[src/verilog/io_soc_pkg.sv]
// Shared bus types, address-region and write-mode encodings, IO page layout
package io_soc_pkg;

  typedef logic [31:0] word_t;   // Bus address or data word
  typedef logic [3:0]  wmask_t;  // One bit per byte lane

  // Memory map from address bits 31:30
  typedef enum logic [1:0] {
    REGION_RAM   = 2'b00,  // Scratch RAM at 0x00000000
    REGION_IO    = 2'b01,  // One-hot IO page at 0x40000000
    REGION_FLASH = 2'b10,  // Unmapped, reads zero
    REGION_SDRAM = 2'b11   // Unmapped, reads zero
  } region_t;

  // IO write mode from address bits 3:2
  typedef enum logic [1:0] {
    IO_WRITE  = 2'b00,  // Plain store, +0
    IO_CLEAR  = 2'b01,  // Clear set bits, +4
    IO_SET    = 2'b10,  // OR in, +8
    IO_TOGGLE = 2'b11   // XOR in, +12
  } io_op_t;

  // One-hot select bits inside the IO page
  localparam int IO_PORTA_IN_BIT   = 4;   // R, pin readback
  localparam int IO_PORTA_OUT_BIT  = 5;   // RW, byte lanes
  localparam int IO_PORTA_DIR_BIT  = 6;   // RW, 1 is output
  localparam int IO_LEDS_BIT       = 7;   // RW
  localparam int IO_ANALOG_OUT_BIT = 15;  // RW, 3 x 4 bit DAC
  localparam int IO_TICKS_BIT      = 18;  // RW, timer count
  localparam int IO_RELOAD_BIT     = 19;  // RW, timer reload

  // Register widths
  localparam int LED_WIDTH       = 8;
  localparam int PORTA_PIN_WIDTH = 28;
  localparam int ANALOG_WIDTH    = 12;

endpackage

[src/verilog/region_decode.sv]
`timescale 1ns/1ps
// Address region decode with one-cycle delayed region and read-data merge
module region_decode (
  input  logic              clk,
  input  io_soc_pkg::word_t mem_addr,
  input  io_soc_pkg::word_t ram_rdata,
  input  io_soc_pkg::word_t io_rdata,
  output logic              is_ram,
  output logic              is_io,
  output io_soc_pkg::word_t mem_rdata
);
  import io_soc_pkg::*;

  region_t region;    // Region of the current access
  region_t region_q;  // Region of last cycle's access

  // Top two bits pick the region
  assign region = region_t'(mem_addr[31:30]);

  // Strobe qualifiers for RAM and IO page
  assign is_ram = (region == REGION_RAM);
  assign is_io  = (region == REGION_IO);

  // Read data shows up one cycle after the strobe,
  // so the merge must follow the previous cycle's region
  always_ff @(posedge clk) begin
    region_q <= region;  // Updated every cycle
  end

  // OR of selects onto the bus
  always_comb begin
    mem_rdata = '0;
    if (region_q == REGION_RAM) begin
      mem_rdata = mem_rdata | ram_rdata;
    end
    if (region_q == REGION_IO) begin
      mem_rdata = mem_rdata | io_rdata;  // Buffered IO value
    end
    // Flash and SD-RAM regions leave it at zero
  end

endmodule

[config.mk]
export PLATFORM = sky130hd
export DESIGN_NAME = region_decode
export DESIGN_NICKNAME = d
export VERILOG_FILES = /design/src/verilog/io_soc_pkg.sv /design/src/verilog/region_decode.sv
export SDC_FILE = /design/constraint.sdc
export NUM_CORES = 1
export LEC_CHECK = 0
export BUFFER_PORTS_ARGS = -buffer_cell sky130_fd_sc_hd__buf_2
export CAP_MARGIN = 25
export CORE_ASPECT_RATIO = 0.9
export CORE_UTILIZATION = 23
export CTS_CLUSTER_SIZE = 8
export DETAILED_ROUTE_END_ITERATION = 10
export GPL_TIMING_DRIVEN = 0
export PLACE_DENSITY = 0.87
export SETUP_SLACK_MARGIN = 0.3
export SLEW_MARGIN = 30
export SYNTH_ARGS = -nofsm -noshare
export SYNTH_HDL_FRONTEND = slang
export SYNTH_SLANG_ARGS = --single-unit
[constraint.sdc]
create_clock -name clk -period 1.13 [get_ports clk]
set_input_delay 0.113 -clock clk [delete_from_list [all_inputs] [get_ports clk]]
set_output_delay 0.113 -clock clk [all_outputs]
set_load 0.02 [all_outputs]
==> flow_summary.toml <==
[placement]
io_buffers = 100
place_area_um2 = 1190
dp_hpwl_um = 1760
gp_congestion = 0.635

[clock_network]
htreeDepth = 1
cts_made_buffers = 3
tritoncts = "yes"
ctsLongestPathBuffers = 2
clock-root-buffer = "clkbuf_4"
clk_pin_slew_ns = 0.03
cts.sinks = 2

[detailed_routing]
avgRoutedWirePerCell_um = 13.1
num_vias = 942
drcViolationCount = 0
postRouteAntennaNets = 0
drt_wl_total_um = 2760
viasPerCell = 4.46
first_pass_iters = 2
first_iter_violations = 6

[synth]
yosysUniqueCellTypes = 7
syn_inst = 75
syn_nets = 172
ys_seq_area_share_pct = 6.99
avgSynthCellArea_um2 = 7.64
ys_ff_latch = 2
yosys_warnings = 0
netlist_area_um2 = 573

[setup_path]
crit_path_cell_trace = "buf_12 -> buf_12 -> mux2i_1 -> nor2_2 -> buf_2"
arrival_ns = 1.31
cpMostUsedCell = "buf_12"
critPathLaunchType = "flop"
cp-end-kind = "output pin"
path_class = "flop to output pin"
cp.required_ns = 1.02
crit_fanout = 8
critPathTopFamily = "buffers and inverters"
slowest_stage = "dfxtp_2"
max_stage_delay_ns = 0.33
crit_buf_inv = 3

[grt]
grt_antenna_before_repair = 0
grtUsageTotal_pct = 14.9
first_global_vias = 822
gr-total-overflow = 0
grt_pass1_wl_um = 3010
grt_max_degree = 11

[floorplanning]
num_io_pins = 131
die_h_um = 49.4
die-area_um2 = 2700
rows = 16
start_util_pct = 25.3
core_um2 = 2260
die-width_um = 54.6

[outcome]
failed_checks = "negative setup slack"
outcome = "finished with violations"

[layout]
mostFrequentLayoutCell = "buf_2"
final_cell_mix = "69 x buf_2, 32 x nor2_2, 31 x buf_6, 14 x mux2i_2, 10 x mux2i_4"
post-route-util_pct = 75.1
nFillCells = 150
drive_gt1_share_pct = 93.5
diodes = 0
reg_top3 = "region_q x2"
largest_register_ffs = 2
regMostFlops = "region_q"
nets = 283
area_delta_synth_final_pct = 196
fin_area_um2 = 1700

[timing]
period_share_pct = 126
slew_headroom_pct = 79.9
fin_crit_ns = 1.42
setup_viol = 32
rsz0062_at_grt = "true"
fin_ws_ns = -0.288
final_max_slew_viol_count = 0
max_freq_ghz = 0.705
tightest_slew_ns = 0.302
timing_hold_violations_final = 0

[power]
ir_drop_mv = 0.789
power_density_nw_per_um2 = 595
power_mw = 1.01
p_leak_nw = 0.820

[run]
drv_cap = 0

[min_path]
hp-class = "input port to flop"
-- synth_stat cells (all sizes together) --
| library cell | n | share of area, % |
|---|---|---|
| clkbuf | 3 | 2.0 |
| nor2 | 33 | 22 |
| buf | 4 | 12 |
| nor2b | 1 | 1.1 |
| dfxtp | 2 | 7.0 |
| mux2i | 32 | 56 |
-- repair_timing --
action / in CTS / in global routing
pin swaps: 0 / 3
setup endpoints to repair: 32 / 32
endpoints found under the hold margin: 1 / 0
resized for setup: 9 / 91
gates cloned: 0 / 3
buffers inserted: 2 / 0
hold buffers: 1 / 0
-- layer usage --
metal	up-vias	track usage, %	wire length [µm]
met1	413	13.2	864
met5	-	0	0
met2	55	29.7	1620
met4	0	6.84	23
met3	2	2.80	248
li1	472	-	-
-- through the flow --
| step | cells | TNS [ns] | hold WS, ns | setup WS [ns] |
|---|---|---|---|---|
| finish | 211 | -7.98 | 0.0203 | -0.288 |
| global route | 211 | -9.22 | 0.0158 | -0.332 |
| CTS | 208 | -7.33 | 0.0132 | -0.251 |
| detailed placement | 202 | -0.127 | 0.240 | -0.0253 |
| global placement | 202 | -0.0177 | 0.239 | -0.0177 |
| floorplan | 75 | 0 | 0.141 | 0.141 |
-- final cells by class --
type / instances / area [µm²] / area share (%)
clock buffer: 3 / 22.5 / 1.33
tap: 27 / 33.8 / 1.99
timing repair buffer: 106 / 795 / 46.8
buffer: 7 / 97.6 / 5.75
sequential: 2 / 41.3 / 2.43
multi-input combinational: 66 / 708 / 41.7
-- cells by family after synthesis --
logic type,synth area share (%)
simple gates,22.7
mux,55.9
buf+inv,14.4
flops,6.99
-- worst paths after layout --
check          from            end  slack, ns  depth (start not counted)
max     region_q[0]  mem_rdata[12]      -0.29                          5
min    mem_addr[31]    region_q[1]       0.02                          1
-- power by group --
| group | leakage (nW) | switching (mW) | internal, mW |
|---|---|---|---|
| Combinational | 0.790 | 0.344 | 0.418 |
| Clock | 0.0138 | 0.0497 | 0.118 |
| Sequential | 0.0169 | 0.00522 | 0.0754 |
Power figures use the tool's default switching activity.
