--- src/verilog/io_soc_pkg.sv ---
// Shared bus types, address-region and write-mode encodings, IO page layout
package io_soc_pkg;

  typedef logic [31:0] word_t;   // Bus address or data word
  typedef logic [3:0]  wmask_t;  // One bit per byte lane

  // Memory map from address bits 31:30
  typedef enum logic [1:0] {
    REGION_RAM   = 2'b00,  // Scratch RAM at 0x00000000
    REGION_IO    = 2'b01,  // One-hot IO page at 0x40000000
    REGION_FLASH = 2'b10,  // Unmapped, reads zero
    REGION_SDRAM = 2'b11   // Unmapped, reads zero
  } region_t;

  // IO write mode from address bits 3:2
  typedef enum logic [1:0] {
    IO_WRITE  = 2'b00,  // Plain store, +0
    IO_CLEAR  = 2'b01,  // Clear set bits, +4
    IO_SET    = 2'b10,  // OR in, +8
    IO_TOGGLE = 2'b11   // XOR in, +12
  } io_op_t;

  // One-hot select bits inside the IO page
  localparam int IO_PORTA_IN_BIT   = 4;   // R, pin readback
  localparam int IO_PORTA_OUT_BIT  = 5;   // RW, byte lanes
  localparam int IO_PORTA_DIR_BIT  = 6;   // RW, 1 is output
  localparam int IO_LEDS_BIT       = 7;   // RW
  localparam int IO_ANALOG_OUT_BIT = 15;  // RW, 3 x 4 bit DAC
  localparam int IO_TICKS_BIT      = 18;  // RW, timer count
  localparam int IO_RELOAD_BIT     = 19;  // RW, timer reload

  // Register widths
  localparam int LED_WIDTH       = 8;
  localparam int PORTA_PIN_WIDTH = 28;
  localparam int ANALOG_WIDTH    = 12;

endpackage

--- src/verilog/tick_timer.sv ---
`timescale 1ns/1ps
// Free-running tick counter with reload on overflow and a one-cycle interrupt
module tick_timer (
  input  logic              clk,
  input  logic              rst,
  input  logic              ticks_we,
  input  logic              reload_we,
  input  io_soc_pkg::word_t mem_wdata,
  output io_soc_pkg::word_t ticks,
  output io_soc_pkg::word_t reload,
  output logic              irq
);
  import io_soc_pkg::*;

  logic [32:0] ticks_inc;   // Increment with carry out
  word_t       next_ticks;  // Value for the next cycle

  assign ticks_inc = {1'b0, ticks} + 33'd1;

  // Carry means ticks is all ones, so wrap to reload
  assign next_ticks = ticks_inc[32] ? reload : ticks_inc[31:0];

  always_ff @(posedge clk) begin
    if (rst) begin
      ticks  <= '0;
      reload <= '0;
      irq    <= 1'b0;
    end else begin
      // Bus write wins over counting
      if (ticks_we) begin
        ticks <= mem_wdata;
      end else begin
        ticks <= next_ticks;
      end
      if (reload_we) begin
        reload <= mem_wdata;
      end
      irq <= ticks_inc[32];  // High the cycle after overflow
    end
  end

  // Interrupt is a single-cycle pulse
  a_irq_pulse: assert property (@(posedge clk) disable iff (rst)
    irq |=> !irq);

endmodule

--- config.mk ---
export PLATFORM = sky130hd
export DESIGN_NAME = tick_timer
export DESIGN_NICKNAME = d
export VERILOG_FILES = /design/src/verilog/io_soc_pkg.sv /design/src/verilog/tick_timer.sv
export SDC_FILE = /design/constraint.sdc
export NUM_CORES = 1
export LEC_CHECK = 0
export BUFFER_PORTS_ARGS = -buffer_cell sky130_fd_sc_hd__buf_2
export CAP_MARGIN = 20
export CORE_MARGIN = 4
export CORE_UTILIZATION = 40
export DETAILED_ROUTE_END_ITERATION = 12
export GPL_ROUTABILITY_DRIVEN = 1
export PLACE_DENSITY = 0.74
export SETUP_SLACK_MARGIN = 0.4
export SKIP_CTS_REPAIR_TIMING = 1
export SLEW_MARGIN = 20
export SYNTH_ARGS = -nofsm -noshare
export SYNTH_HDL_FRONTEND = slang
export SYNTH_SLANG_ARGS = --single-unit
export TNS_END_PERCENT = 5
--- constraint.sdc ---
create_clock -name clk -period 3.75 [get_ports clk]
set_input_delay 0.75 -clock clk [delete_from_list [all_inputs] [get_ports clk]]
set_output_delay 0.75 -clock clk [all_outputs]
set_load 0.05 [all_outputs]
==> results.md, run 1 <==
- Syn nets: 385
- Hold Path Stages: 2
- Gate power share: 20.0%
- Ratio of cells with drive above 1 in the final layout: 28.4%
- Max Clock Skew: 8.69 ps
- Post-route ant nets: 0
- Slew HR: ~32%
- Status: complete, no violations
- Worst-path fanout max: 11
- Final slew viol count: 0
- Max-cap violation count: 0
- Reg2Reg Depth: 7
- Tightest Pin Transition: 1010 ps
- # DRC: 0
- Worst Hold Class: flop to flop
- Yosys warnings: 0
- Synth async-reset ratio: 0%
- Most crowded layer after global routing: met2
- GR Util met3: under 10%
- Synth top area cells: dfxtp_1 42%, mux2i_1 11%, nor2_1 6.3%
- Clk_lat worst skew: 340 ps
- CTS tree: yes
- Launching point of the worst reg2reg path: ticks[0]$_SDFF_PP0_
- Period minus WS final: 2700 ps
- CP Class: flop to flop
- Flop pwr share: between 40 and 50%
- Clock tree buffer depth: 2
- Worst path max stage delay: just under 600 ps
- Distinct cells, synth: 44
- Syn avg cell area: approximately 8.9 um^2
- Mapped Area: 3090 um^2
- Io pins: 101
- Leakage Power: 1.70 nW
- R2R setup slack: 1050 ps
- # H-tree levels: 3
- Net count, final: 483
- Synth-to-layout area growth: 24.6%
- Post-synth top flop: dfxtp_1
- Critical Path RT: 3980 ps
- Seq/Total Area, Yosys: 42.1%
- Slowest CP cell: nor4_4
- Finished Core Util: 52.3%
- WL final: between 9 and 10 mm
- Critical path depth in cells: 7
- Vias: 3078
- Initial antenna violation count: 0
- Post-synth EDFFs: 0
- Top cell type's share of synthesized area: between 40% and 50%
- NetSw: between 0.5 and 0.6 mW
- Full die area: 9200 um^2
- Setup crit start kind: flop
- TritonCTS Buffers: 9
- Clock power frac: 32.9%
- Count leader, synth: dfxtp_1
- Root Buffer: clkbuf_8
- GR Overflow Total: 0
- Starting Density: 42.0%
- WL per Instance: 16.8 um
- Setup TNS: 0 ps
- CP Cell Sequence: ha_1 > nand3_1 > or3_1 > nor4_4 > buf_4 > nor3_1 > a221o_1
- Largest net degree at the start of global routing: 34
- GRT Total Usage: 20.5%
- Pwr dens: around 430 nW/um^2
- Delay-heaviest family, CP: simple AND/OR/NAND/NOR gates
- Hold EP: ticks[10]$_SDFF_PP0_
- DR iter-0 viols: 242
- Vias in the first global route: 2914
- Clock sink total: 65
- Cell Rows: 31
- CORE AREA: 7370 um^2
- First-pass GRT wire length: ~15 mm
- Final setup violation count: 0
- Vias/cell: 5.60
- Peak Freq: between 0.3 and 0.4 GHz
- Final Hold Viols: 0
- Most common library cells after synthesis: 65 x dfxtp_1, 52 x nor2_1, 33 x mux2i_1
- Switch share: 33.5%
- WP data arrival: 2920 ps
- Met2 global-route usage: 32.9%
- Met1 Track Usage GR: between 20% and 30%
- Hold_sp: reload[10]$_SDFFE_PP0P_
- VDD IR max: around 170 uV
- Die Ht: ~96 um
- Seq cells post-synth: 65
- Worst-path clk slew: around 70 ps
- Placer congestion estimate: slightly below 0.9
- Syn Inst Count: roughly 350
- Area leader, netlist: dfxtp_1
- Antenna Cells: 0
- Worst R2R End: ticks[11]$_SDFF_PP0_
- Unrepaired setup endpoints after global routing: false
- WP buf/inv: 1
- Final period util: between 70% and 80%
- Worst setup EP type: flop
- Dpl hpwl: between 6 and 7 mm
- PortBufs: 100
- Die X: 95.9 um
- DRT Pass-1 Iters: 4
- Power Internal: around 1.1 mW
==> power by group through the flow <==
stage	Clock, mW	Combinational (mW)	Sequential, mW
after detailed placement	0	0.331	0.795
after floorplan	0	0.0961	0.930
after CTS	0.556	0.333	0.779
after global placement	0	0.328	0.793
after global routing	0.588	0.352	0.786
final	0.545	0.331	0.781
==> layout by cell type (no fill, tap or decap), types with 3 or more instances in the layout <==
master     instances
a2111oi_0          5
a211oi_1           5
a21oi_1            3
a311oi_1           4
a32oi_1            9
and3_1             4
and4_1             3
buf_2            100
buf_4              7
clkbuf_1           3
clkbuf_8          11
dfxtp_1           65
inv_1              6
mux2i_1           33
nand2_1           21
nand3_1           22
nand4_1           12
nor2_1            52
nor3_1            17
o21ai_0           13
xnor2_1           11
xor2_1            12
==> how the worst max path moves through the flow <==
stage | slack [ps] | to | startpoint
after floorplan | 1190 | ticks[16]$_SDFF_PP0_ | ticks[0]$_SDFF_PP0_
after global placement | 1250 | ticks[11]$_SDFF_PP0_ | ticks[0]$_SDFF_PP0_
after detailed placement | 1090 | ticks[11]$_SDFF_PP0_ | ticks[0]$_SDFF_PP0_
after CTS | 1080 | ticks[11]$_SDFF_PP0_ | ticks[0]$_SDFF_PP0_
after global routing | 920 | ticks[11]$_SDFF_PP0_ | ticks[0]$_SDFF_PP0_
final | 1050 | ticks[11]$_SDFF_PP0_ | ticks[0]$_SDFF_PP0_
==> sequential cells by signal, indices dropped and copies added (netlist names) <==
signal  cells
irq         1
ticks      32
reload     32
==> cells by family (layout without fill, tap and decap cells) <==
| kind of cell | count (synthesis) | count (layout) | synth area share, % |
|---|---|---|---|
| AOI/OAI and AO/OA | 56 | 56 | 13.9 |
| xor gates and xnor gates | 23 | 23 | 6.51 |
| adders and majority gates | 1 | 1 | 0.404 |
| buffers and inverters | 27 | 130 | 3.76 |
| DFF | 65 | 65 | 42.1 |
| muxes | 33 | 33 | 10.7 |
| and+or+nand+nor | 143 | 143 | 22.7 |
==> metal layers <==
| metal | vias up | wire length [um] |
|---|---|---|
| met5 | - | 0 |
| met4 | 0 | 155 |
| met3 | 15 | 745 |
| met2 | 120 | 4300 |
| met1 | 1465 | 4040 |
| li1 | 1478 | - |
==> worst reg2reg max path: stages, from the launching register on <==
cell	delay, ps
dfxtp_1	380
ha_1	240
nand3_1	190
or3_1	550
nor4_4	580
buf_4	290
nor3_1	80
a221o_1	280
==> cell type report <==
type                            instances  area (um^2)
Clock buffer                           14          163
Clock inverter                          2         12.5
Fill cell                             732         3510
Inverter                                7         26.3
Multi-Input combinational cell        256         1680
Sequential cell                        65         1300
Tap cell                               99          124
Timing Repair Buffer                  107          553
==> stage by stage <==
stage	area [um^2]	worst slack (ps)	hold WS, ps	power, mW	instances
global route	3850	924	537	1.73	550
detailed placement	3680	1090	495	1.13	534
floorplan	3090	1190	699	1.03	348
global placement	3680	1250	485	1.12	534
finish	3850	1050	500	1.66	550
CTS	3850	1080	504	1.67	550
Power figures use the tool's default switching activity.
==> inputs of run 2 (changes only) <==
==> constraint.sdc (replaced) <==
create_clock -name clk -period 2.8 [get_ports clk]
set_input_delay 0.56 -clock clk [delete_from_list [all_inputs] [get_ports clk]]
set_output_delay 0.56 -clock clk [all_outputs]
set_load 0.05 [all_outputs]
==> run 2 against run 1 <==
Worst setup slack got worse by 490 ps. Clock skew decreased by 1.6 ps. Sequential power increased by 33%. Hold slack got worse by 61 ps. Die area unchanged. Global-route usage decreased by 0.49 points. Via count decreased by 0.68%. Core utilization increased by 1.0 points. First-iteration DRC count decreased by 12%. Non-clock buffer count increased by 6. Combinational power increased by 34%. Critical path type unchanged. Largest cell class unchanged. Highest routed layer unchanged.
==> results.md, run 2 (same netlist as run 1, synthesis figures left out) <==
- Reg2Reg Depth: 7 (unchanged)
- Hold WS: 439 ps (-60.9 ps)
- Hold EP: ticks[5]$_SDFF_PP0_
- # DRC: 0 (unchanged)
- First-pass GRT wire length: 14.1 mm (-4.1%)
- R2R setup slack: 570 ps (-490 ps)
- WP data arrival: 2460 ps (-460 ps)
- Worst-path fanout max: 14 (+3)
- CTS tree: yes
- Dpl hpwl: 6.71 mm (-0.57%)
- Multi-input logic area: 1690 um^2 (+0.60%)
- Clock sink total: 65 (unchanged)
- Starting Density: 42.0% (unchanged)
- Commonest non-fill, non-tap cell in the layout: buf_2
- CP Class: flop to flop
- Max-cap violation count: 0 (unchanged)
- Post-route ant nets: 0 (unchanged)
- WL final: 8.98 mm (-2.8%)
- Final period util: 79.7% (+7.8 points)
- Final slew viol count: 0 (unchanged)
- Die X: 95.9 um (unchanged)
- Critical Path RT: 3030 ps (-950 ps)
- Vias in the first global route: 2884 (-1.0%)
- Die Ht: 95.9 um (unchanged)
- Final setup violation count: 0 (unchanged)
- Placer congestion estimate: 0.846 (-4.4%)
- Pwr dens: 577 nW/um^2 (+34%)
- Worst-path clk slew: 70 ps (about the same)
- DR iter-0 viols: 212 (-12%)
- Post-Layout Cell Count: 556 (+1.1%)
- Io pins: 101 (unchanged)
- Final Hold Viols: 0 (unchanged)
- Launching point of the worst reg2reg path: ticks[0]$_SDFF_PP0_
- Unrepaired setup endpoints after global routing: false
- Finished Cell Area: 3930 um^2 (+2.0%)
- GRT Total Usage: 20.1% (-0.49 points)
- Worst Hold Class: input pin to flop
- Max Clock Skew: 7.08 ps (-1.61 ps)
- Worst path max stage delay: 480 ps (-100 ps)
- DRT Pass-1 Iters: 5 (+1)
- Net count, final: 489 (+1.2%)
- Ratio of cells with drive above 1 in the final layout: 30.4% (+2.0 points)
- Root Buffer: clkbuf_8
- CP Cell Sequence: ha_1 > nand3_1 > or3_4 > nor4_4 > buf_6 > nor3_1 > a2111oi_2
- WP buf/inv: 1 (unchanged)
- Number of fill cells in the layout: 701 (-4.2%)
- Clk_lat worst skew: 340 ps (about the same)
- PortBufs: 100 (unchanged)
- Full die area: 9200 um^2 (unchanged)
- GR Overflow Total: 0 (unchanged)
- Vias: 3057 (-0.68%)
- Worst setup EP type: flop
- VDD IR max: 270 uV (+60%)
- Hold_sp: mem_wdata[5]
- Worst R2R End: ticks[1]$_SDFF_PP0_
- Tightest Pin Transition: 628 ps (-383 ps)
- Cell Rows: 31 (unchanged)
- Setup ws final: 569 ps (-485 ps)
- Peak Freq: 0.448 GHz (+21%)
- Leakage Power: 1.74 nW (+2.6%)
- Status: complete, no violations
- Total power: 2.27 mW (+37%)
- Dpl ws: 446 ps (-647 ps)
- TritonCTS Buffers: 9 (unchanged)
- Clock tree buffer depth: 2 (unchanged)
- Period minus WS final: 2230 ps (-465 ps)
- Commonest non-fill, non-tap cells in the layout: 100 x buf_2, 62 x dfxtp_1, 52 x nor2_1
- # H-tree levels: 3 (unchanged)
- Finished Core Util: 53.3% (+1.0 points)
- DP Area: 3730 um^2 (+1.3%)
- Register area: 1310 um^2 (+0.29%)
- Largest regs: reload x32, ticks x32, irq x1
- Hold Path Stages: 3 (+1)
- WL per Instance: 16.2 um (-3.9%)
- DP Cell Count: 540 (+1.1%)
- Largest net degree at the start of global routing: 26 (-24%)
- CORE AREA: 7370 um^2 (unchanged)
- Setup TNS: 0 ps (unchanged)
- Synth-to-layout area growth: 27.1%
- Slew HR: 58.1% (+26 points)
- Vias/cell: 5.50 (-1.8%)
- Initial antenna violation count: 0 (unchanged)
- Setup crit start kind: flop
- Slowest CP cell: or3_4
- Delay-heaviest family, CP: simple AND/OR/NAND/NOR gates
- Antenna Cells: 0 (unchanged)
-- run 2: cell type report --
cell class | count | share of cell area [%]
tap | 99 | 3.15
timing repair buffer | 113 | 15.3
inverter | 7 | 0.668
sequential | 65 | 33.2
multi-input combinational | 256 | 42.9
clock buffer | 13 | 3.79
clock inverter | 3 | 1.02
-- run 2: report_power, final --
group	internal [mW]	total, mW	leakage [nW]	switching (mW)
logic	0.125	0.445	1.11	0.320
registers	0.982	1.04	0.538	0.0623
clock network	0.434	0.780	0.0974	0.346
total	1.54	2.27	1.74	0.728
-- run 2: worst reg2reg max path, stage by stage, from the launching register on --
cell and delay (ps):
dfxtp_2 350, ha_1 220, nand3_1 190, or3_4 480, nor4_4 330, buf_6 200, nor3_1 70, a2111oi_2 280
-- run 2: metal layers --
metal	wire length (um)	part of all wire [%]	track usage, %
met5	0	0	0
met2	4120	46	31.7
met1	3870	43	25.3
met4	221	2.5	8.53
met3	766	8.5	6.02
-- run 2: worst max path at each step --
stage | depth (start not counted) | endpoint | slack, ps | start
CTS | 7 | ticks[1]$_SDFF_PP0_ | 440 | ticks[0]$_SDFF_PP0_
finish | 7 | ticks[1]$_SDFF_PP0_ | 570 | ticks[0]$_SDFF_PP0_
global placement | 7 | ticks[11]$_SDFF_PP0_ | 540 | ticks[0]$_SDFF_PP0_
detailed placement | 7 | ticks[1]$_SDFF_PP0_ | 450 | ticks[0]$_SDFF_PP0_
global route | 6 | ticks[13]$_SDFF_PP0_ | 420 | ticks[0]$_SDFF_PP0_
floorplan | 6 | ticks[1]$_SDFF_PP0_ | 400 | ticks[3]$_SDFF_PP0_
