`src/verilog/io_soc_pkg.sv`:
```
// Shared bus types, address-region and write-mode encodings, IO page layout
package io_soc_pkg;

  typedef logic [31:0] word_t;   // Bus address or data word
  typedef logic [3:0]  wmask_t;  // One bit per byte lane

  // Memory map from address bits 31:30
  typedef enum logic [1:0] {
    REGION_RAM   = 2'b00,  // Scratch RAM at 0x00000000
    REGION_IO    = 2'b01,  // One-hot IO page at 0x40000000
    REGION_FLASH = 2'b10,  // Unmapped, reads zero
    REGION_SDRAM = 2'b11   // Unmapped, reads zero
  } region_t;

  // IO write mode from address bits 3:2
  typedef enum logic [1:0] {
    IO_WRITE  = 2'b00,  // Plain store, +0
    IO_CLEAR  = 2'b01,  // Clear set bits, +4
    IO_SET    = 2'b10,  // OR in, +8
    IO_TOGGLE = 2'b11   // XOR in, +12
  } io_op_t;

  // One-hot select bits inside the IO page
  localparam int IO_PORTA_IN_BIT   = 4;   // R, pin readback
  localparam int IO_PORTA_OUT_BIT  = 5;   // RW, byte lanes
  localparam int IO_PORTA_DIR_BIT  = 6;   // RW, 1 is output
  localparam int IO_LEDS_BIT       = 7;   // RW
  localparam int IO_ANALOG_OUT_BIT = 15;  // RW, 3 x 4 bit DAC
  localparam int IO_TICKS_BIT      = 18;  // RW, timer count
  localparam int IO_RELOAD_BIT     = 19;  // RW, timer reload

  // Register widths
  localparam int LED_WIDTH       = 8;
  localparam int PORTA_PIN_WIDTH = 28;
  localparam int ANALOG_WIDTH    = 12;

endpackage

```
`src/verilog/io_regs.sv`:
```
`timescale 1ns/1ps
// One-hot IO register page with write modes, port A byte lanes and buffered readback
module io_regs (
  input  logic                                   clk,
  input  logic                                   rst,
  input  logic                                   is_io,
  input  io_soc_pkg::word_t                      mem_addr,
  input  io_soc_pkg::word_t                      mem_wdata,
  input  io_soc_pkg::wmask_t                     mem_wmask,
  input  logic                                   mem_rstrb,
  input  logic [io_soc_pkg::PORTA_PIN_WIDTH-1:0] porta_in,
  input  io_soc_pkg::word_t                      ticks,
  input  io_soc_pkg::word_t                      reload,
  output io_soc_pkg::word_t                      io_rdata,
  output logic [io_soc_pkg::LED_WIDTH-1:0]       led,
  output io_soc_pkg::word_t                      porta_out,
  output io_soc_pkg::word_t                      porta_dir,
  output logic [io_soc_pkg::ANALOG_WIDTH-1:0]    analog_out,
  output logic                                   ticks_we,
  output logic                                   reload_we
);
  import io_soc_pkg::*;

  logic   io_rstrb;  // Read strobe into the IO page
  logic   io_wstrb;  // Any-lane write into the IO page
  word_t  rd_mux;    // Current value of the selected register(s)
  word_t  io_mod;    // Write data after the write mode
  io_op_t op;        // Write mode

  assign io_rstrb = is_io & mem_rstrb;
  assign io_wstrb = is_io & (|mem_wmask);

  // OR of selects, one address bit per register
  always_comb begin
    rd_mux = '0;
    if (mem_addr[IO_PORTA_IN_BIT])   rd_mux = rd_mux | word_t'(porta_in);  // Zero-extended
    if (mem_addr[IO_PORTA_OUT_BIT])  rd_mux = rd_mux | porta_out;
    if (mem_addr[IO_PORTA_DIR_BIT])  rd_mux = rd_mux | porta_dir;
    if (mem_addr[IO_LEDS_BIT])       rd_mux = rd_mux | word_t'(led);
    if (mem_addr[IO_ANALOG_OUT_BIT]) rd_mux = rd_mux | word_t'(analog_out);
    if (mem_addr[IO_TICKS_BIT])      rd_mux = rd_mux | ticks;
    if (mem_addr[IO_RELOAD_BIT])     rd_mux = rd_mux | reload;
  end

  // Mode lives in address bits 3:2
  assign op = io_op_t'(mem_addr[3:2]);

  // Combine the bus data with the register's present value
  always_comb begin
    case (op)
      IO_CLEAR:  io_mod = rd_mux & ~mem_wdata;
      IO_SET:    io_mod = rd_mux | mem_wdata;
      IO_TOGGLE: io_mod = rd_mux ^ mem_wdata;
      default:   io_mod = mem_wdata;  // IO_WRITE
    endcase
  end

  // LEDs and analog out take any nonzero mask
  always_ff @(posedge clk) begin
    if (rst) begin
      led        <= '0;
      analog_out <= '0;
    end else begin
      if (io_wstrb && mem_addr[IO_LEDS_BIT]) begin
        led <= io_mod[LED_WIDTH-1:0];
      end
      if (io_wstrb && mem_addr[IO_ANALOG_OUT_BIT]) begin
        analog_out <= io_mod[ANALOG_WIDTH-1:0];
      end
    end
  end

  // Port A out and dir update lane by lane
  always_ff @(posedge clk) begin
    if (rst) begin
      porta_out <= '0;
      porta_dir <= '0;  // All pins start as inputs
    end else begin
      for (int lane = 0; lane < 4; lane++) begin
        if (is_io && mem_addr[IO_PORTA_OUT_BIT] && mem_wmask[lane]) begin
          porta_out[8*lane +: 8] <= io_mod[8*lane +: 8];
        end
        if (is_io && mem_addr[IO_PORTA_DIR_BIT] && mem_wmask[lane]) begin
          porta_dir[8*lane +: 8] <= io_mod[8*lane +: 8];
        end
      end
    end
  end

  // Timer registers take the raw bus word
  assign ticks_we  = io_wstrb & mem_addr[IO_TICKS_BIT];
  assign reload_we = io_wstrb & mem_addr[IO_RELOAD_BIT];

  // Snapshot at the strobe, held until the next IO read
  always_ff @(posedge clk) begin
    if (io_rstrb) begin
      io_rdata <= rd_mux;
    end
  end

  // Processor only issues byte, halfword or word stores
  a_wmask_legal: assert property (@(posedge clk) disable iff (rst)
    mem_wmask inside {4'b0000, 4'b0001, 4'b0010, 4'b0100,
                      4'b1000, 4'b0011, 4'b1100, 4'b1111});

  // Bus never reads and writes in one cycle
  a_no_rw_overlap: assert property (@(posedge clk) disable iff (rst)
    !(mem_rstrb && (mem_wmask != '0)));

endmodule

```
`config.mk`:
```
export PLATFORM = sky130hd
export DESIGN_NAME = io_regs
export DESIGN_NICKNAME = d
export VERILOG_FILES = /design/src/verilog/io_soc_pkg.sv /design/src/verilog/io_regs.sv
export SDC_FILE = /design/constraint.sdc
export NUM_CORES = 1
export LEC_CHECK = 0
export BUFFER_PORTS_ARGS = -buffer_cell sky130_fd_sc_hd__buf_2
export CORE_MARGIN = 2
export CORE_UTILIZATION = 45
export CTS_BUF_LIST = sky130_fd_sc_hd__clkbuf_4 sky130_fd_sc_hd__clkbuf_8
export DETAILED_ROUTE_END_ITERATION = 8
export GPL_TIMING_DRIVEN = 0
export PLACE_DENSITY = 0.9
export SYNTH_ARGS = -nofsm -noshare
export SYNTH_HDL_FRONTEND = slang
export SYNTH_SLANG_ARGS = --single-unit
```
`constraint.sdc`:
```
create_clock -name clk -period 1.97 [get_ports clk]
set_input_delay 0.0985 -clock clk [delete_from_list [all_inputs] [get_ports clk]]
set_output_delay 0.0985 -clock clk [all_outputs]
set_load 0.02 [all_outputs]
```
==> results of run 1 <==
==> stage by stage <==
stage / instance area [sq um] / worst slack [ns] / std cells / power (W)
finish: 8690 / -0.0226 / 1185 / 0.00632
global route: 8690 / -0.0772 / 1185 / 0.00657
CTS: 8670 / -0.0490 / 1183 / 0.00629
detailed placement: 8240 / -0.841 / 1149 / 0.00411
global placement: 8240 / -0.807 / 1149 / 0.00405
floorplan: 6760 / 0.0947 / 716 / 0.00356
==> state kept, by name (all words and copies together) (netlist names) <==
register / count
io_rdata: 32
porta_dir: 32
porta_out: 32
analog_out: 12
led: 8
==> cell usage after synthesis <==
| cell | n |
|---|---|
| buf_12 | 1 |
| nand3_1 | 74 |
| clkbuf_1 | 28 |
| mux4_2 | 28 |
| ha_1 | 64 |
| and2_1 | 9 |
| o41a_1 | 1 |
| buf_2 | 9 |
| nand2b_1 | 8 |
| o22ai_1 | 20 |
| and3_1 | 12 |
| o21ai_0 | 47 |
| and4_1 | 16 |
| buf_4 | 1 |
| a222oi_1 | 8 |
| o21ai_1 | 17 |
| edfxtp_1 | 32 |
| dfxtp_1 | 84 |
| nand2_1 | 68 |
| inv_1 | 129 |
| a22oi_1 | 52 |
| buf_6 | 4 |
| mux4_1 | 4 |
==> cell families (layout without fill, tap and decap cells) <==
kind of cell | Yosys count | count (layout) | share of synthesized area
and+or+nand+nor | 187 | 187 | 0.140
adders and majority gates | 64 | 64 | 0.118
buffers and inverters | 172 | 456 | 0.105
DFF | 116 | 116 | 0.391
other | 0 | 1 | 0
muxes | 32 | 32 | 0.109
AOI/OAI and AO/OA | 145 | 145 | 0.137
==> worst min-delay path, stage by stage <==
cell,delay (ns)
buf_2,0.07
inv_1,0.05
nand3_1,0.14
o22ai_1,0.10
==> area by class of cell <==
| type | count | area [sq um] | area share |
|---|---|---|---|
| well taps | 184 | 230 | 0.0265 |
| clock buffers | 28 | 348 | 0.0400 |
| repair buffers | 252 | 1270 | 0.146 |
| flip-flops and latches | 116 | 2650 | 0.305 |
| diodes | 1 | 2.50 | 0.000288 |
| plain buffers | 43 | 241 | 0.0278 |
| clock inverters | 4 | 45.0 | 0.00518 |
| inverters | 129 | 484 | 0.0557 |
| multi-input cells | 428 | 3420 | 0.394 |
==> power by group through the flow <==
stage               clock network, W  registers [W]  logic (W)
floorplan                          0        0.00286   0.000702
global placement                   0        0.00273    0.00133
detailed placement                 0        0.00273    0.00138
CTS                          0.00222        0.00267    0.00140
global route                 0.00233        0.00269    0.00155
finish                       0.00221        0.00268    0.00143
==> worst min-delay path by stage <==
stage | cells after the start | from | slack, ns | to
floorplan | 2 | mem_addr[15] | 0.31 | analog_out[11]
global placement | 2 | porta_out[20] | 0.46 | porta_out[20]
detailed placement | 2 | porta_out[28] | 0.47 | porta_out[28]
CTS | 3 | mem_addr[15] | 0.04 | analog_out[7]
global route | 3 | mem_addr[15] | 0.06 | analog_out[11]
finish | 4 | rst | 0.08 | analog_out[11]
==> per-layer routing <==
metal	global-route usage	vias up	share of wire
li1	-	3077	-
met2	0.493	424	0.48
met4	0.137	0	0.039
met5	0	-	0
met1	0.388	3318	0.39
met3	0.0687	82	0.098
==> repair_timing <==
item | 4_1_cts | 5_1_grt
pin swaps | 3 | 13
endpoints found under the setup margin | 75 | 44
hold buffers | 0 | 0
buffers inserted | 2 | 1
resized for setup | 13 | 29
==> impl_metrics.ini, run 1 <==
[status]
outcome = complete, but fails checks
violations = setup timing

[clock_tree]
cts_buffers = 17
cts.root.buffer_cell = clkbuf_8
clkSlewWorstSetupHoldPaths_ns = 0.07
clock_latency_ns = 0.45
cts-htree-levels = 4
cts_tree = built
cts_buffer_depth = 2
cts_num_sinks = 116

[setup_path]
rrSetupSlack_ns = -0.02
endpoint = analog_out[2]
crit_start = led[2]
reg2reg_depth = 6
cp_data_arrival_time_ns = 2.37
crit_path_end_kind = register
crit_chain = a222oi_1 -> and3_1 -> ha_1 -> inv_1 -> mux4_2 -> o22ai_2
r2r-end = analog_out[2]
worstPathMaxFanout = 4
max_stage_delay_ns = 0.53
critical_path.top_delay_family = compound AO/OA/AOI/OAI gates
path_buf_inv = 1
worst-path-stages = 6
crit_required_ns = 2.35
start_kind = register
reg2reg_from = led[2]
critical_path_class = register to register
slowest_stage = mux4_2

[power]
p_leak_nw = 4.29
powerDensity_nw_per_um2 = 727
switching_share = 0.303
internal_power_w = 0.00440
p_sw_w = 0.00192
pwr-share-comb = 0.226
pwr-share-clk = 0.350
irDropWorstVdd_uv = 548
power_frac_seq = 0.424

[sta]
clock_skew_ns = 0.0117
final-hold-violation-count = 0
setup_viol = 2
finalMaxSlewViolations = 0
fmax_mhz = 502
tightest_slew_ns = 0.985
rsz0062_at_grt = yes
fin_hold_ws_ns = 0.0765
fin_ws_ns = -0.0226
max_slew_margin = 0.343
timing.final.crit_share = 1.01
period_minus_slack_ns = 1.99
finalSetupTns_ns = -0.0336

[route]
first_iter_violations = 671
drc = 0
avgViaCountPerCell = 5.82
vias = 6901
first_pass_iters = 6
wl_um = 24600
routedWlPerCell_um = 20.8
antenna_left = 0

[floorplanning]
io_pins = 282
fp.dieH_um = 127
dieArea_sq_um = 16000
row_count = 44
initial_core_util = 0.463
core_area_sq_um = 14600
die_x_um = 127

[grt]
grt_pass1_vias = 6704
grt_max_degree = 33
antenna_found_initial = 3
grt_pass1_wl_um = 36900
grt_use_total = 0.304
overflow = 0

[synthesis]
ys_warn_count = 0
ys_top_cells_by_area = dfxtp_1 25%, edfxtp_1 14%, ha_1 12%, mux4_2 9.3%, inv_1 7.2%
avgSynthCellArea_sq_um = 9.44
synth_top_area_share = 0.249
ys_types = 23
yosys.area.top_type = dfxtp_1
syn_inst = 716
synth_area_sq_um = 6760
seq_area_frac_synth = 0.391
syn-num-nets = 944
ys_ff_latch = 116

[min_path]
hold_path.class = input pin to register

[place]
place_congestion = 0.897
dp_hpwl_um = 18100
io_buffers = 249

[final_layout]
nNetsFinal = 1215
fin_util = 0.596
fillers = 1237
drive_gt1_frac = 0.352
layout_commonest_cell = buf_2
area_delta_synth_final_pct = 28.6
final_cell_mix = 259 x buf_2, 129 x inv_1, 80 x dfxtp_1

[flow_run]
timing.max_cap.violations = 0
Power figures use the tool's default switching activity.
==> run 2, diff against run 1 <==
Settings changed: CORE_ASPECT_RATIO from default to 2, CORE_UTILIZATION 45 to 44, CTS_BUF_LIST sky130_fd_sc_hd__clkbuf_4 sky130_fd_sc_hd__clkbuf_8 to default, PLACE_DENSITY 0.9 to 0.88.
==> impl_metrics.ini, run 2 (synthesized netlist as in run 1, its figures left out) <==
[floorplanning]
io_pins = 282
initial_core_util = 0.447
dieArea_sq_um = 16400
fp.dieH_um = 179
row_count = 64
core_area_sq_um = 15100
die_x_um = 91.6

[setup_path]
rrSetupSlack_ns = -0.004
crit_path_end_kind = register
reg2reg_depth = 6
start_kind = register
crit_required_ns = 2.31
reg2reg_from = led[3]
crit_start = led[3]
endpoint = led[3]
critical_path_class = register to register
worstPathMaxFanout = 4
r2r-end = led[3]
cp_data_arrival_time_ns = 2.31

[place]
io_buffers = 249
place_congestion = 0.918
place_area_sq_um = 8260
dp_hpwl_um = 19000
dp_cells = 1163
place_ws_ns = -0.732

[grt]
grt_util_met3 = 0.0647
overflow = 0
grt_max_degree = 33
grt_pass1_wl_um = 37600
grtUsageMet2 = 0.519
grt_use_total = 0.306
grt_pass1_vias = 6799
busiest_layer = met2
met1_usage = 0.358
antenna_found_initial = 2

[final_layout]
final_cell_mix = 258 x buf_2, 129 x inv_1, 83 x dfxtp_1
reg_top3 = io_rdata x32, porta_dir x32, porta_out x32
area_delta_synth_final_pct = 30.7
drive_gt1_frac = 0.341
nNetsFinal = 1213
fin_util = 0.584
layout_commonest_cell = buf_2
postLayoutCellArea_sq_um = 8830
fillers = 1305
stdcell_count = 1197

[sta]
finalMaxSlewViolations = 0
setup_viol = 1
period_minus_slack_ns = 1.97
tightest_slew_ns = 0.991
timing.final.crit_share = 1.00
fmax_mhz = 507
final-hold-violation-count = 0
clock_skew_ns = 0.0125
fin_ws_ns = -0.00413
rsz0062_at_grt = yes
max_slew_margin = 0.339

[clock_tree]
clkSlewWorstSetupHoldPaths_ns = 0.05
cts-htree-levels = 4
cts_hold_buf = 0
cts_buffers = 17
cts.root.buffer_cell = clkbuf_16
clock_latency_ns = 0.42
cts_buffer_depth = 2
cts_tree = built
cts_num_sinks = 116

[route]
antenna_left = 0
drc = 0
first_pass_iters = 8
wl_um = 25400
routedWlPerCell_um = 21.2
vias = 6845
avgViaCountPerCell = 5.72
first_iter_violations = 505

[min_path]
min_delay_path_depth = 3
hold_path.class = input pin to register
min_from = mem_addr[15]

[power]
power_frac_seq = 0.385
pwr-share-clk = 0.410
p_sw_w = 0.00206
irDropWorstVdd_uv = 602
internal_power_w = 0.00490
p_leak_nw = 4.34
finalPower_w = 0.00697
pwr-share-comb = 0.205
switching_share = 0.296
powerDensity_nw_per_um2 = 789

[status]
violations = setup timing
outcome = complete, but fails checks

[flow_run]
timing.max_cap.violations = 0
==> run 2: cell count changes in the layout (fill, tap and decap cells not counted), moves of 2 or more <==
cell | before | now
clkinv_1 | 0 | 2
o21ai_0 | 36 | 38
clkbuf_16 | 0 | 17
buf_4 | 4 | 2
clkbuf_1 | 15 | 17
clkinv_2 | 3 | 5
dfxtp_2 | 4 | 1
dfxtp_1 | 80 | 83
clkbuf_8 | 22 | 1
clkinv_4 | 0 | 2
clkbuf_4 | 7 | 3
==> run 2: area by class of cell <==
type / count / area (sq um) / area share
multi-input cells: 428 / 3420 / 0.387
flip-flops and latches: 116 / 2640 / 0.299
repair buffers: 250 / 1250 / 0.142
inverters: 129 / 484 / 0.0548
clock buffers: 21 / 450 / 0.0510
plain buffers: 43 / 248 / 0.0280
well taps: 198 / 248 / 0.0280
clock inverters: 11 / 87.6 / 0.00991
diodes: 1 / 2.50 / 0.000283
==> run 2: critical path: stages, from the launching register on <==
cell and delay, ns:
dfxtp_2 0.32, a222oi_1 0.47, and3_1 0.25, ha_1 0.12, inv_1 0.03, mux4_2 0.53
o22ai_1 0.17
==> run 2: stage by stage <==
stage	TNS, ns	hold slack, ns
finish	-0.00413	0.137
global route	-0.126	0.152
CTS	-0.142	0.119
detailed placement	-45.72	0.468
global placement	-47.88	0.457
floorplan	0	0.310
==> run 2: worst min path at each step <==
stage | end | slack [ns]
floorplan | analog_out[11] | 0.31
detailed placement | porta_out[20] | 0.47
global route | analog_out[11] | 0.15
finish | analog_out[11] | 0.14
global placement | porta_out[28] | 0.46
CTS | analog_out[11] | 0.12
==> run 2: power by group through the flow <==
stage | clock network, W | logic, W | registers [W]
global route | 0.00293 | 0.00155 | 0.00269
detailed placement | 0 | 0.00139 | 0.00273
floorplan | 0 | 0.000702 | 0.00286
finish | 0.00286 | 0.00143 | 0.00268
CTS | 0.00286 | 0.00141 | 0.00268
global placement | 0 | 0.00133 | 0.00272
==> run 2: repair_timing <==
| action | 4_1_cts | 5_1_grt |
|---|---|---|
| pin swaps | 4 | 9 |
| endpoints found under the setup margin | 74 | 43 |
| buffers inserted | 1 | 0 |
| gates cloned | 0 | 0 |
| gates resized for setup | 14 | 23 |
==> run 2: layer usage <==
layer | up-vias | part of all wire
li1 | 3083 | -
met1 | 3179 | 0.36
met2 | 498 | 0.49
met3 | 81 | 0.11
met4 | 4 | 0.040
met5 | - | 0.00091
